`config.mk`:
```
export PLATFORM = sky130hd
export DESIGN_NAME = response_writer
export DESIGN_NICKNAME = d
export VERILOG_FILES = /design/src/rtl/bridge_pkg.sv /design/src/rtl/response_writer.sv
export SDC_FILE = /design/constraint.sdc
export NUM_CORES = 1
export LEC_CHECK = 0
export BUFFER_PORTS_ARGS = -buffer_cell sky130_fd_sc_hd__buf_2
export CAP_MARGIN = 20
export CORE_ASPECT_RATIO = 0.7
export CORE_MARGIN = 2
export CORE_UTILIZATION = 37
export CTS_BUF_LIST = sky130_fd_sc_hd__clkbuf_16
export DETAILED_ROUTE_END_ITERATION = 10
export PLACE_DENSITY = 0.81
export SLEW_MARGIN = 20
export SYNTH_ARGS = -nofsm -noshare
export SYNTH_HDL_FRONTEND = slang
export SYNTH_SLANG_ARGS = --single-unit
```
`constraint.sdc`:
```
create_clock -name itf -period 2.15 [get_ports itf]
set_clock_uncertainty 0.15 [all_clocks]
set_input_delay 0.1075 -clock itf [delete_from_list [all_inputs] [get_ports itf]]
set_output_delay 0.1075 -clock itf [all_outputs]
set_load 0.1 [all_outputs]
```
`src/rtl/bridge_pkg.sv`:
```
// line bridge shared widths, types and command word constants
package bridge_pkg;

    // basic field widths
    localparam int WORD_W = 32;
    localparam int BEAT_W = 2 * WORD_W;
    localparam int LINE_W = 6;
    localparam int BEAT_IDX_W = 2;
    // address is line index then beat number
    localparam int ADDR_W = LINE_W + BEAT_IDX_W;

    // memory geometry
    localparam int LINES = 1 << LINE_W;
    localparam int BEATS_PER_LINE = 1 << BEAT_IDX_W;
    // two fifo words per beat
    localparam int WORDS_PER_LINE = 2 * BEATS_PER_LINE;

    // one fifo word
    typedef logic [WORD_W-1:0] word_t;
    // one ram beat, even word in the low half
    typedef logic [BEAT_W-1:0] beat_t;
    // line number from the command word
    typedef logic [LINE_W-1:0] line_idx_t;
    // beat number inside a line
    typedef logic [BEAT_IDX_W-1:0] beat_idx_t;
    // full ram address
    typedef logic [ADDR_W-1:0] ram_addr_t;

    // command word layout
    // bits 10..5 line index
    localparam int CMD_LINE_LSB = 5;
    // bit 0 set for a write request
    localparam int CMD_WRITE_BIT = 0;

    // reply word for a completed write
    localparam word_t ACK_WORD = '1;

endpackage
```
`src/rtl/response_writer.sv`:
```
// response writer, streams a line or an acknowledge word to the output FIFO
module response_writer (
    input  logic                  itf,
    input  logic                  arst_n,
    input  logic                  job_valid,
    input  bridge_pkg::line_idx_t job_line,
    input  logic                  job_write,
    output logic                  job_ready,
    output logic                  writer_busy,
    output logic                  rd_en,
    output bridge_pkg::ram_addr_t rd_addr,
    input  bridge_pkg::beat_t     rd_beat,
    input  logic                  out_full,
    output logic                  out_wr,
    output bridge_pkg::word_t     out_data
);

    typedef enum logic [2:0] {
        s_idle,
        s_fetch,
        s_low,
        s_high,
        s_ack
    } state_t;

    state_t state, next_state;

    // line of the current read job
    bridge_pkg::line_idx_t line_q;
    // beat held in the ram read register
    bridge_pkg::beat_idx_t beat_cnt;
    // beat to fetch this cycle
    bridge_pkg::beat_idx_t fetch_beat;
    logic last_beat;

    assign last_beat = (beat_cnt == bridge_pkg::beat_idx_t'(bridge_pkg::BEATS_PER_LINE - 1));
    assign job_ready = (state == s_idle);
    assign writer_busy = (state != s_idle);
    assign rd_addr = {line_q, fetch_beat};

    always_comb begin
        next_state = state;
        rd_en = 1'b0;
        out_wr = 1'b0;
        fetch_beat = beat_cnt;
        out_data = rd_beat[bridge_pkg::WORD_W-1:0];
        case (state)
            s_idle: begin
                if (job_valid) begin
                    // a write only needs its acknowledge
                    next_state = job_write ? s_ack : s_fetch;
                end
            end
            s_fetch: begin
                // first beat of the line
                rd_en = 1'b1;
                next_state = s_low;
            end
            s_low: begin
                out_data = rd_beat[bridge_pkg::WORD_W-1:0];
                if (!out_full) begin
                    out_wr = 1'b1;
                    next_state = s_high;
                end
            end
            s_high: begin
                out_data = rd_beat[bridge_pkg::BEAT_W-1:bridge_pkg::WORD_W];
                if (!out_full) begin
                    out_wr = 1'b1;
                    if (last_beat) begin
                        next_state = s_idle;
                    end else begin
                        // next beat loads as the high word leaves
                        rd_en = 1'b1;
                        fetch_beat = beat_cnt + 2'd1;
                        next_state = s_low;
                    end
                end
            end
            s_ack: begin
                out_data = bridge_pkg::ACK_WORD;
                if (!out_full) begin
                    out_wr = 1'b1;
                    next_state = s_idle;
                end
            end
            default: begin
                next_state = s_idle;
            end
        endcase
    end

    always_ff @(posedge itf or negedge arst_n) begin
        if (!arst_n) begin
            state <= s_idle;
            beat_cnt <= '0;
        end else begin
            state <= next_state;
            if (state == s_idle) begin
                beat_cnt <= '0;
            end else if (rd_en && state == s_high) begin
                beat_cnt <= fetch_beat;
            end
        end
    end

    always_ff @(posedge itf) begin
        if (job_valid && job_ready) begin
            line_q <= job_line;
        end
    end

    ap_no_push_full: assert property (
        @(posedge itf) disable iff (!arst_n) out_wr |-> !out_full
    ) else $error("response_writer: push while output fifo full");

endmodule

```
==> impl_results.md <==
* TritonCTS clock tree: built
* FF-to-FF Start: state[2]
* Ant. Diodes at 0
* Min cycle time layout at 2.01 ns
* Post-synth cell types at 29
* Vias in the first global route at 1,537
* First-pass GRT wire length at approximately 6900 um
* Die area at slightly below 4000 um2
* Initial core utilization at about 40%
* Worst-Skew Late Latency at 0.24 ns
* Floorplan Core Area at 3190 um2
* Max_slew headroom at roughly two thirds
* Tcrit/Tclk final at between 90% and 100%
* Final Worst Setup Slack at 0.137 ns
* Sink Count at 11
* Rows at 17
* Path type of the worst setup path: reg2out
* Syn-to-layout area delta at 106%
* R2R Path End: line_q[1]
* Synth Register Bits at 11
* Area contributors post-synth: a221o_1, edfxtp_1, a21oi_1
* Max Slew Vio Count at 0
* Die width at ~74 um
* Area taken by multi-input logic gates at 726 um2
* CTS Buf Count at 3
* Max Used Layer: met4
* Grt total ovfl at 0
* Max-cap violations at 0
* Final hold violation count at 0
* RSZ-0062 raised after global routing: false
* Worst-Margin Slew at slightly below 0.5 ns
* Synth top area share at 25.5%
* Met2 wire len at 2570 um
* Via Count at 1,697
* GPL Wtd Cong at between 0.8 and 0.9
* I/O Pins at 119
* Routed len/inst at 15.2 um
* Deepest clock path buffer count at 2
* Initial antenna violation count at 0
* Final net count at 355
* Synth Net Count at 236
* Largest net degree at the start of global routing at 35
* Dominant register cell in the synthesized netlist: edfxtp_1
* Final setup violation count at 0
* # Post-CTS Setup Buffers at 0
* HP Class: in2reg
* Die height at about 53 um
* Initial drt markers at 69
* Number of synthesized flops with an enable pin at 6
* Fmax at 497 MHz
* Sequential area share after synthesis at 24.3%
* Setup tns final at 0 ns
* CTS H-tree depth at 1
* WL final at 4820 um
* CP required at 1.89 ns
* Fill cells at 193
* GRT Total Usage at 22.4%
* Port buffer count at 118
* Crit-path max FO at 34
* CTS Root Cell: clkbuf_16
* Setup WS pre-CTS at about 0.32 ns
* Commonest cells post-synth: inv_1, a21oi_1, a221o_1
* Detailed-route DRC error count at 0
* Post-Synthesis Cells at around 160
* Netlist Area Pre-Place at 1250 um2
* Worst R2R Path Depth at 3
* Wl on met1 at about 1900 um
* Share of layout cells above drive strength 1 at between 40% and 50%
* Top cell type by total area after synthesis: a221o_1
* Total of warnings raised by yosys at 0
* WP data arrival at 1.76 ns
* Clk pin slew, worst setup/hold paths at 0.04 ns
* Hold Crit Start: job_valid
* Worst setup path end: out_data[13]
* TritonRoute pass-1 iters at 5
* Post-route ant nets at 0
* Vias per cell at 5.35
* DR WL met3 at 371 um
* Post-synth ARST share at 45.5%
* Most common cell in the netlist: inv_1
* Final HPWL DP at 3420 um
* Mean Syn Cell Area at 7.79 um2
* Crit start category: flop
* Setup crit start: state[0]
* R2R setup slack at around 0.52 ns
* Critical Path Sink Type: output port
* Run status: complete, no violations
* Reg area at just over 300 um2
[routing by layer]
metal	global-route usage, %	vias to the layer above
met4	3.33	0
met3	5.00	2
met1	25.7	791
li1	-	826
met5	0	-
met2	43.2	78
[timing repair]
item	in CTS	in global routing
endpoints found under the hold margin	11	0
hold buffers	7	0
setup endpoints to repair	0	23
gates resized for setup	0	2
[flip-flops by register name, summed over array words and instances, names as in the netlist]
name / cells
state: 3
line_q: 6
beat_cnt: 2
[critical path: stages (launching register included)]
cell and delay [ns]:
dfrtp_1 0.57, nand2b_1 0.16, buf_12 0.20, a221o_1 0.40
buf_12 0.18
[layout by cell type, fill, tap and decap left out, types with 2 or more instances in the layout]
| master | synthesis | final |
|---|---|---|
| o21ai_0 | 2 | 2 |
| a221o_1 | 32 | 32 |
| nand2b_4 | 1 | 2 |
| buf_12 | 0 | 39 |
| inv_1 | 35 | 35 |
| edfxtp_1 | 6 | 6 |
| a21oi_1 | 34 | 33 |
| dlygate4sd3_1 | 0 | 7 |
| nor2_1 | 6 | 4 |
| dfrtp_1 | 5 | 4 |
| nand2_1 | 5 | 5 |
| clkbuf_16 | 0 | 3 |
| buf_2 | 5 | 80 |
| buf_4 | 2 | 5 |
| nand2b_1 | 2 | 2 |
[per-stage QoR]
step	area (um2)	utilization, %	hold slack, ns	cells
after global routing	2580	80.9	0.0693	317
final	2580	80.9	0.0341	317
after global placement	2410	75.7	-0.220	305
after floorplan	1290	-	-0.338	161
after detailed placement	2410	75.7	-0.221	305
after CTS	2560	80.4	0.0232	316
[cell type report]
class | count | area share [%]
Clock buffer | 3 | 2.91
Clock inverter | 1 | 0.194
Inverter | 35 | 5.09
Multi-Input combinational cell | 98 | 28.1
Sequential cell | 11 | 11.9
Tap cell | 38 | 1.84
Timing Repair Buffer | 131 | 50.0
[how the worst min path moves through the flow]
stage | cells after the start | slack (ns) | end
floorplan | 0 | -0.34 | beat_cnt[0]
global placement | 1 | -0.22 | state[0]
detailed placement | 1 | -0.22 | beat_cnt[0]
CTS | 3 | 0.02 | state[0]
global route | 3 | 0.07 | state[0]
finish | 3 | 0.03 | state[0]
[cells by family after synthesis]
group / synth area share, %
flops: 24.3
xor+xnor: 0.698
mux: 0.897
buf+inv: 21.1
simple gates: 8.57
compound gates: 44.4
Power is not shown: default switching activity piles up to over one toggle a cycle in this logic, so the estimate is an artifact.
