## src/rtl/bridge_pkg.sv

```systemverilog
// line bridge shared widths, types and command word constants
package bridge_pkg;

    // basic field widths
    localparam int WORD_W = 32;
    localparam int BEAT_W = 2 * WORD_W;
    localparam int LINE_W = 6;
    localparam int BEAT_IDX_W = 2;
    // address is line index then beat number
    localparam int ADDR_W = LINE_W + BEAT_IDX_W;

    // memory geometry
    localparam int LINES = 1 << LINE_W;
    localparam int BEATS_PER_LINE = 1 << BEAT_IDX_W;
    // two fifo words per beat
    localparam int WORDS_PER_LINE = 2 * BEATS_PER_LINE;

    // one fifo word
    typedef logic [WORD_W-1:0] word_t;
    // one ram beat, even word in the low half
    typedef logic [BEAT_W-1:0] beat_t;
    // line number from the command word
    typedef logic [LINE_W-1:0] line_idx_t;
    // beat number inside a line
    typedef logic [BEAT_IDX_W-1:0] beat_idx_t;
    // full ram address
    typedef logic [ADDR_W-1:0] ram_addr_t;

    // command word layout
    // bits 10..5 line index
    localparam int CMD_LINE_LSB = 5;
    // bit 0 set for a write request
    localparam int CMD_WRITE_BIT = 0;

    // reply word for a completed write
    localparam word_t ACK_WORD = '1;

endpackage
```

## src/rtl/request_reader.sv

```systemverilog
// request reader, decodes commands and packs write data into line RAM beats
module request_reader (
    input  logic                  itf,
    input  logic                  arst_n,
    input  logic                  in_empty,
    input  bridge_pkg::word_t     in_data,
    output logic                  in_rd,
    input  logic                  writer_busy,
    input  logic                  job_ready,
    output logic                  job_valid,
    output bridge_pkg::line_idx_t job_line,
    output logic                  job_write,
    output logic                  wr_en,
    output bridge_pkg::ram_addr_t wr_addr,
    output bridge_pkg::beat_t     wr_beat
);

    typedef enum logic [1:0] {
        s_idle,
        s_pack,
        s_commit,
        s_offer
    } state_t;

    state_t state, next_state;

    // command seen one cycle ago, consume now
    logic cmd_seen;
    // data word number within the write burst
    // bit 0 picks the half, bits 2..1 the beat
    logic [2:0] word_cnt;
    // even word waiting for its partner
    bridge_pkg::word_t low_q;
    // data word taken this cycle
    logic take;
    // stall the first pair while the writer may still read old data
    logic first_hold;
    logic last_word;

    assign first_hold = (word_cnt == 3'd1) && writer_busy;
    assign last_word = (word_cnt == 3'(bridge_pkg::WORDS_PER_LINE - 1));
    assign job_valid = (state == s_offer);

    always_comb begin
        next_state = state;
        in_rd = 1'b0;
        take = 1'b0;
        case (state)
            s_idle: begin
                // fwft fifo keeps the word until popped
                if (cmd_seen && !in_empty) begin
                    in_rd = 1'b1;
                    if (in_data[bridge_pkg::CMD_WRITE_BIT]) begin
                        next_state = s_pack;
                    end else begin
                        next_state = s_offer;
                    end
                end
            end
            s_pack: begin
                if (!in_empty && !first_hold) begin
                    in_rd = 1'b1;
                    take = 1'b1;
                    if (last_word) begin
                        next_state = s_commit;
                    end
                end
            end
            s_commit: begin
                // last beat goes into the ram this cycle
                next_state = s_offer;
            end
            s_offer: begin
                if (job_ready) begin
                    next_state = s_idle;
                end
            end
            default: begin
                next_state = s_idle;
            end
        endcase
    end

    // control state
    always_ff @(posedge itf or negedge arst_n) begin
        if (!arst_n) begin
            state <= s_idle;
            cmd_seen <= 1'b0;
            word_cnt <= 3'd0;
            wr_en <= 1'b0;
        end else begin
            state <= next_state;
            cmd_seen <= (state == s_idle) && !in_empty && !cmd_seen;
            // odd word completes a beat, write it next cycle
            wr_en <= take && word_cnt[0];
            if (state == s_idle) begin
                word_cnt <= 3'd0;
            end else if (take) begin
                word_cnt <= word_cnt + 3'd1;
            end
        end
    end

    // command fields and beat data
    always_ff @(posedge itf) begin
        if (state == s_idle && in_rd) begin
            job_line <= in_data[bridge_pkg::CMD_LINE_LSB +: bridge_pkg::LINE_W];
            job_write <= in_data[bridge_pkg::CMD_WRITE_BIT];
        end
        if (take && !word_cnt[0]) begin
            low_q <= in_data;
        end
        if (take && word_cnt[0]) begin
            // odd word in the high half
            wr_beat <= {in_data, low_q};
            wr_addr <= {job_line, word_cnt[2:1]};
        end
    end

endmodule

```

## config.mk

```make
export PLATFORM = sky130hd
export DESIGN_NAME = request_reader
export DESIGN_NICKNAME = d
export VERILOG_FILES = /design/src/rtl/bridge_pkg.sv /design/src/rtl/request_reader.sv
export SDC_FILE = /design/constraint.sdc
export NUM_CORES = 1
export LEC_CHECK = 0
export ABC_AREA = 0
export BUFFER_PORTS_ARGS = -buffer_cell sky130_fd_sc_hd__buf_2
export CAP_MARGIN = 10
export CORE_MARGIN = 4
export CORE_UTILIZATION = 45
export CTS_CLUSTER_DIAMETER = 50
export DETAILED_ROUTE_END_ITERATION = 6
export GPL_ROUTABILITY_DRIVEN = 0
export PLACE_DENSITY_LB_ADDON = 0.3
export RECOVER_POWER = 100
export SETUP_SLACK_MARGIN = 0.3
export SKIP_LAST_GASP = 1
export SYNTH_ARGS = -nofsm -noshare
export SYNTH_HDL_FRONTEND = slang
export SYNTH_SLANG_ARGS = --single-unit
```

## constraint.sdc

```tcl
create_clock -name itf -period 7.94 [get_ports itf]
set_input_delay 0.397 -clock itf [delete_from_list [all_inputs] [get_ports itf]]
set_output_delay 0.397 -clock itf [all_outputs]
set_load 0.01 [all_outputs]
```

==> results of run 1 <==
[flip-flops by register name (all words and copies together) (netlist names)]
register and count:
word_cnt 3, wr_en 1, low_q 32, cmd_seen 1
wr_addr 8, job_write 1, wr_beat 64, state 2
job_line 6
[worst max-delay path, stage by stage, from the launching register on]
cell	delay (ns)
sky130_fd_sc_hd__dfrtp_1	0.44
sky130_fd_sc_hd__ha_1	0.23
sky130_fd_sc_hd__and3b_4	0.19
sky130_fd_sc_hd__or3b_1	0.41
sky130_fd_sc_hd__nor2_1	1.97
[per-stage QoR]
step / area, sq um / utilization / power [mW] / hold WS, ns
after floorplan: 3790 / - / 0.881 / 0.101
after global placement: 4520 / 0.550 / 0.938 / 0.242
after detailed placement: 4520 / 0.550 / 0.946 / 0.247
after CTS: 5140 / 0.625 / 1.72 / 0.0579
after global routing: 4980 / 0.606 / 1.76 / 0.0540
final: 4980 / 0.606 / 1.69 / 0.0817
[final cells by class]
type	instances	area, sq um
clock buffer	17	414
clock inverter	15	193
fill	660	3230
inverter	3	11.3
multi-input combinational	34	256
sequential	118	3510
tap	105	131
timing repair buffer	119	468
[path summary, 6_finish.rpt]
check                               to  slack (ns)  cells after the start        start
hold / removal             wr_beat[53]        0.08                      1  in_data[21]
setup reg to reg             low_q[20]        4.24                      4  word_cnt[0]
min in group asynchronous  word_cnt[0]        0.34                      2       arst_n
setup / recovery             low_q[20]        4.24                      4  word_cnt[0]
max in group asynchronous        wr_en        7.29                      2       arst_n
hold reg to reg            wr_beat[22]        0.41                      0    low_q[22]
[where the power goes]
group	total, mW	leakage, nW	switching [mW]	internal [mW]
Sequential	0.781	1.10	0.0225	0.758
Clock	0.768	0.290	0.282	0.487
Combinational	0.138	0.310	0.0920	0.0461
Total	1.69	1.69	0.396	1.29
[layout by cell type, fill, tap and decap left out, drive strengths merged]
cell         instances
o21ai                2
nor2b                1
nor3b                2
dfrtp                7
and3b                1
mux2i                2
nor2                 4
a211oi               1
inv                 10
clkinv               2
or3b                 1
nand3b               1
edfxtp             111
buf                 12
and2                 1
nand2                5
nand2b               2
clkbuf             123
bufinv               3
dlygate4sd3          1
a21boi               1
xnor2                1
a21oi                2
clkinvlp             3
ha                   7
[layer usage]
metal,share of wire,vias to the layer above,routed length [um],global-route usage
met3,0.086,7,572,0.0660
met2,0.49,72,3280,0.220
met1,0.41,899,2720,0.156
li1,-,886,-,-
met4,0.013,0,86,0.0651
met5,0,-,0,0
[cells in the mapped netlist]
library cell               instances  area share
sky130_fd_sc_hd__a211oi_1          1      0.0020
sky130_fd_sc_hd__a21boi_1          1      0.0020
sky130_fd_sc_hd__a21oi_1           2      0.0026
sky130_fd_sc_hd__and2_2            1      0.0020
sky130_fd_sc_hd__and3b_4           1      0.0033
sky130_fd_sc_hd__clkbuf_1          1     0.00099
sky130_fd_sc_hd__dfrtp_1           7       0.046
sky130_fd_sc_hd__edfxtp_1        111        0.88
sky130_fd_sc_hd__ha_1              7       0.023
sky130_fd_sc_hd__inv_1             3      0.0030
sky130_fd_sc_hd__mux2i_1           2      0.0053
sky130_fd_sc_hd__nand2_1           5      0.0049
sky130_fd_sc_hd__nand2b_1          2      0.0033
sky130_fd_sc_hd__nand3b_1          1      0.0020
sky130_fd_sc_hd__nor2_1            4      0.0040
sky130_fd_sc_hd__nor2b_1           1      0.0017
sky130_fd_sc_hd__nor3b_1           1      0.0020
sky130_fd_sc_hd__nor3b_4           1      0.0049
sky130_fd_sc_hd__o21ai_0           2      0.0026
sky130_fd_sc_hd__or3b_4            1      0.0030
sky130_fd_sc_hd__xnor2_1           1      0.0023
[what timing repair did]
action,4_1_cts,5_1_grt
gates resized for setup,0,0
hold buffers,1,0
hold endpoints to repair,7,0
[cell families (layout without fill, tap and decap cells)]
family,count (synthesis),after routing,share of synthesized area
AO/OA/AOI/OAI,6,6,0.00924
XOR/XNOR,1,1,0.00231
adder cells (fa/ha/maj),7,7,0.0231
buffers and inverters,4,154,0.00396
flip-flops,118,118,0.925
multiplexers,2,2,0.00528
AND/OR/NAND/NOR,18,18,0.0310
==> flow_results.org, run 1 <==
** GRT
- Pin count of the biggest net entering global routing :: 74
- The first global-routing pass estimated 9.89 mm of wire.
- The number of antenna violations at the first check in global routing is 0.
- Total global routing overflow :: 0
- GRT Util Overall :: 0.138
- Vias in the first global route :: 1932

** Logic synthesis
- Total of flip-flops plus latches after synthesis :: 118
- Synthesis produced 156 cells.
- The netlist uses 21 different library cells.
- The number of nets handed over by synthesis was 200.
- Yosys warning total :: 0
- Summing every instance area after synthesis gives 0.00379 sq mm.
- Average cell area after synthesis :: 24.3 sq um
- Of the synthesized area, sequential elements account for 0.925.

** Run
- Max-cap violations in this run came to 1.

** STA
- Transition time at the pin with the least slew margin :: 2.67 ns
- For the finished layout, the period the worst path requires is 3.70 ns.
- Pins Over Slew Limit :: 33
- For this run, the top clock speed supported by timing is 0.270 GHz.
- Setup violations remaining at the end of the flow were counted as 0.
- Fin Clk Skew :: 0.0200 ns
- Across all setup checks in the final design, the least slack found is 4.24 ns.
- Of the available clock period, the critical path in the final layout requires 0.467.
- Headroom to the max-slew limit came out at -0.786.
- Unrepaired setup endpoints after global routing :: false
- Fin Setup TNS :: 0 ns
- Number of hold-slack violations in the final timing report :: 0

** CTS
- CTS built an H-tree with a depth of 4.
- The later pin in the worst-skew pair is clocked with a latency of 0.50 ns.
- Clock tree synthesis inserted a total of 17 buffers.
- Clock-pin slew was measured on the worst setup and hold paths at 0.06 ns.
- Maximum number of buffers from clock root to sink :: 2
- Root buffer selected by CTS :: sky130_fd_sc_hd__clkbuf_8
- Buffers added to address setup during post-CTS repair amount to 0.
- TritonCTS built the clock tree.
- CTS saw 118 sinks.

** Worst setup path
- Required time reported for the critical path endpoint :: 7.98 ns
- STA classifies the critical path startpoint as a flop.
- The critical path is of the flop to flop type.
- Maximum fanout count along the critical path :: 32
- The worst setup path is captured at a flop.
- Worst EP arrival :: 3.75 ns

** Finish
- At the end of the flow, the number of nets in the layout was 337.
- Once layout is complete, the cells apart from fillers number 411.
- Fraction of layout cells with a size suffix above 1 :: 0.150
- Layout overhead on the synthesized area :: 31.4%
- The repair_antennas step left the layout with diodes totalling 0.

** Route
- The count of nets left with antenna violations once routing finished came out at 0.
- Vias/cell :: 4.54
- Aggregate routed wire length :: 6.65 mm
- The first TritonRoute pass finished after 4 iterations.
- Wire length per cell after detailed routing :: 16.2 um
- Detailed Route Iter0 Violations :: 37
- After detailed routing, the number of remaining DRC violations is 0.
- Detailed routing inserted a total of 1864 vias.

** Place
- I/O Buffers :: 118
- Place WS :: 5.49 ns
- Detailed placement ended at an HPWL of 4.30 mm.
- Cell count after placement :: 378

** Floorplanning
- Horizontal die dimension :: 99.8 um
- Core ar. :: 0.00822 sq mm
- The floorplan has 33 rows.
- In this run the vertical extent of the chip is 99.8 um.
- IO Count :: 119
- For this configuration, the core starts out at a cell density of 0.462.
- Area of the die :: 0.00996 sq mm

** Status
- The checks that failed: capacitance limit, slew limit.
- The run finished, with violations left.

** Power
- In this run the power density over the cells is 339 mW/mm^2.
- VDD sags by at most 189 uV.
- Leakage power :: 1.69 nW

** Worst hold path
- Min-delay worst type :: input port to flop
No activity file was read; power rests on OpenSTA's default activity.
==> inputs of run 2 (changes only) <==
==> constraint.sdc (replaced) <==
create_clock -name itf -period 3.8 [get_ports itf]
set_input_delay 0.19 -clock itf [delete_from_list [all_inputs] [get_ports itf]]
set_output_delay 0.19 -clock itf [all_outputs]
set_load 0.01 [all_outputs]
==> run 2 against run 1 <==
  * The flow still finishes with violations (capacitance limit, slew limit)
  * Sequential share of layout area fell by 4.5 points
  * Combinational power rose by 130%
  * Setup slack got worse by 3.4 ns
==> flow_results.org, run 2 (synthesized netlist as in run 1, its figures left out) <==
** Route
- The final routed DRC violation total is 0 (unchanged).
- The total routed wirelength came to 6.95 mm (+4.5%).
- Detailed Route Iter0 Violations :: 47 (+27%)
- The remaining number of nets flagged by the antenna check after routing is 0 (unchanged).
- Topmost layer with routed signal wires :: met4
- Wire length per cell after detailed routing :: 15.7 um (-3.3%)
- The via-per-instance ratio was 4.53 (-0.18%).
- Sum of routed wire segments on met1 :: 2.83 mm (+4.1%)
- The met2 wire length is 3.56 mm (+8.7%).
- Initial DRT Pass Iterations :: 4 (unchanged)
- Detailed route wirelength on metal3 :: 531 um (-7.2%)
- Vias :: 2010 (+7.8%)

** Worst setup path
- STA classifies the critical path endpoint as a flop.
- The worst setup path is launched from a flop.
- The data arrival at the endpoint of the critical path came to 3.03 ns (-0.72 ns).
- The maximum fanout count along the critical path was 32 (unchanged).
- Launching instance or port of the critical path :: word_cnt[0]
- The required time at the worst-slack endpoint was 3.88 ns (-4.10 ns).
- Critical Setup Path Class :: flop to flop
- Startpoint of the lowest-slack register-to-register path :: word_cnt[0]

** Finish
- Largest register by flop count :: wr_beat
- The number of flip-flops under the largest register name came to 64 (unchanged).
- The post-route cell area was 0.00532 sq mm (+6.8%).
- Final layout net count :: 370 (+9.8%)
- Diodes inserted :: 0 (unchanged)
- The core occupancy in the finished layout is 0.648 (+0.0413).
- From synthesis to final layout, the design area changed by 40.3%.
- Most frequent cells in the layout :: 111 x sky130_fd_sc_hd__clkbuf_1, 111 x sky130_fd_sc_hd__edfxtp_1, 34 x sky130_fd_sc_hd__dlygate4sd3_1
- Registers with the highest flip-flop counts :: wr_beat x64, low_q x32, wr_addr x8
- Final Instance Count excl. Fillers :: 444 (+8.0%)
- The proportion of layout cells with a drive suffix above 1 was 0.124 (-0.0264).

** GRT
- GRT Util Overall :: 0.144 (+0.00684)
- The pin count of the biggest net entering global routing was 74 (unchanged).
- The wire length of the first global-routing pass came to 10.5 mm (+6.4%).
- Antenna violations before repair :: 0 (unchanged)
- The number of global-route vias before repair is 2080 (+7.7%).
- Total global routing overflow :: 0 (unchanged)

** CTS
- Clock-pin slew on the worst setup and hold paths :: 0.05 ns (about the same)
- Root buffer selected by CTS :: sky130_fd_sc_hd__clkbuf_8
- The total number of clock tree sinks is 118 (unchanged).
- Maximum number of buffers from clock root to sink :: 2 (unchanged)
- The number of buffers inserted during clock tree synthesis was 17 (unchanged).
- The depth of the CTS H-tree came to 4 (unchanged).
- TritonCTS clock tree :: yes
- The clock insertion delay at the later pin of the skew report was 0.50 ns (about the same).
- The quantity of gates resized following cts came to 0 (unchanged).

** Floorplanning
- IO Count :: 119 (unchanged)
- The die outline area is 0.00996 sq mm (unchanged).
- The vertical extent of the die was 99.8 um (unchanged).
- Horizontal die dimension :: 99.8 um (unchanged)
- Standard-cell rows :: 33 (unchanged)
- Core ar. :: 0.00822 sq mm (unchanged)
- Starting density of the core :: 0.462 (unchanged)

** STA
- Post-layout min period :: 2.95 ns (-0.756 ns)
- The final total negative setup slack is 0 ns (unchanged).
- The fmax is 0.339 GHz (+26%).
- Unrepaired setup endpoints after global routing :: false
- The final-report setup violation count is 0 (unchanged).
- Slew headroom :: -0.105 (+0.682)
- Fin Clk Skew :: 0.0111 ns (-0.00898 ns)
- The max-slew violation count is 33 (unchanged).
- The transition at the pin with the smallest max-transition slack came to 1.66 ns (-1.01 ns).
- Number of hold-slack violations in the final timing report :: 0 (unchanged)
- Share of the cycle needed by the critical path after routing :: 0.776 (+0.309)

** Worst hold path
- The min-delay analysis places its worst path in the category input port to asynchronous set/reset pin.

** Status
- Violations in the final reports :: capacitance limit, slew limit
- Status :: finished, violations left

** Power
- Peak supply drop :: 386 uV (+100%)
- Leakage power :: 1.83 nW (+8.0%)
- Power per cell area :: 672 mW/mm^2 (+99%)
- The final total power is 3.58 mW (+110%).

** Place
- The number of I/O port buffers came to 118 (unchanged).
- Placement-stage cell area :: 0.00452 sq mm (unchanged)
- The number of placed instances, taps included came to 378 (unchanged).
- The HPWL reported at the end of detailed placement came to 4.25 mm (-1.3%).

** Run
- Max-cap violations :: 1 (unchanged)
## run 2: stage by stage
step           hold slack (ns)  setup slack, ns
3_3_place_gp            0.0358             1.42
4_1_cts                 0.0228             1.35
2_1_floorplan           -0.106            0.825
5_1_grt                  0.143            0.645
3_5_place_dp            0.0348             1.36
6_report                 0.123            0.851
## run 2: worst max-delay path, cell delays in order, from the launching register on
cell,delay [ns]
sky130_fd_sc_hd__dfrtp_1,0.43
sky130_fd_sc_hd__ha_1,0.22
sky130_fd_sc_hd__and3b_4,0.19
sky130_fd_sc_hd__or3b_1,0.43
sky130_fd_sc_hd__nor2_2,1.25
## run 2: timing repair
item                      CTS  global route
setup buffers               0             0
hold buffers               34             0
hold endpoints to repair   79             0
## run 2: worst paths after layout
path | slack (ns) | endpoint | depth (start not counted)
worst min register to register | 0.41 | wr_beat[23] | 0
worst min-delay path | 0.12 | wr_en | 2
max in group asynchronous | 3.40 | word_cnt[2] | 2
worst max-delay path | 0.85 | low_q[23] | 4
min in group itf | 0.19 | state[0] | 5
worst max register to register | 0.85 | low_q[23] | 4
## run 2: area by class of cell
class                      instances  area, sq um
sequential                       118         3510
clock buffer                      18          418
tap                              105          131
fill                             603         2900
clock inverter                    14          200
inverter                           3         11.3
timing repair buffer             152          793
multi-input combinational         34          259
## run 2: where the power goes
group | internal, mW | total [mW] | leakage (nW) | switching [mW]
Combinational | 0.119 | 0.322 | 0.437 | 0.204
Clock | 1.07 | 1.63 | 0.297 | 0.556
Sequential | 1.58 | 1.63 | 1.10 | 0.0459
## run 2: layer usage
| metal | track usage | up-vias |
|---|---|---|
| met2 | 0.238 | 80 |
| met3 | 0.0632 | 2 |
| met1 | 0.165 | 973 |
| met5 | 0 | - |
| met4 | 0.0588 | 0 |
| li1 | - | 955 |
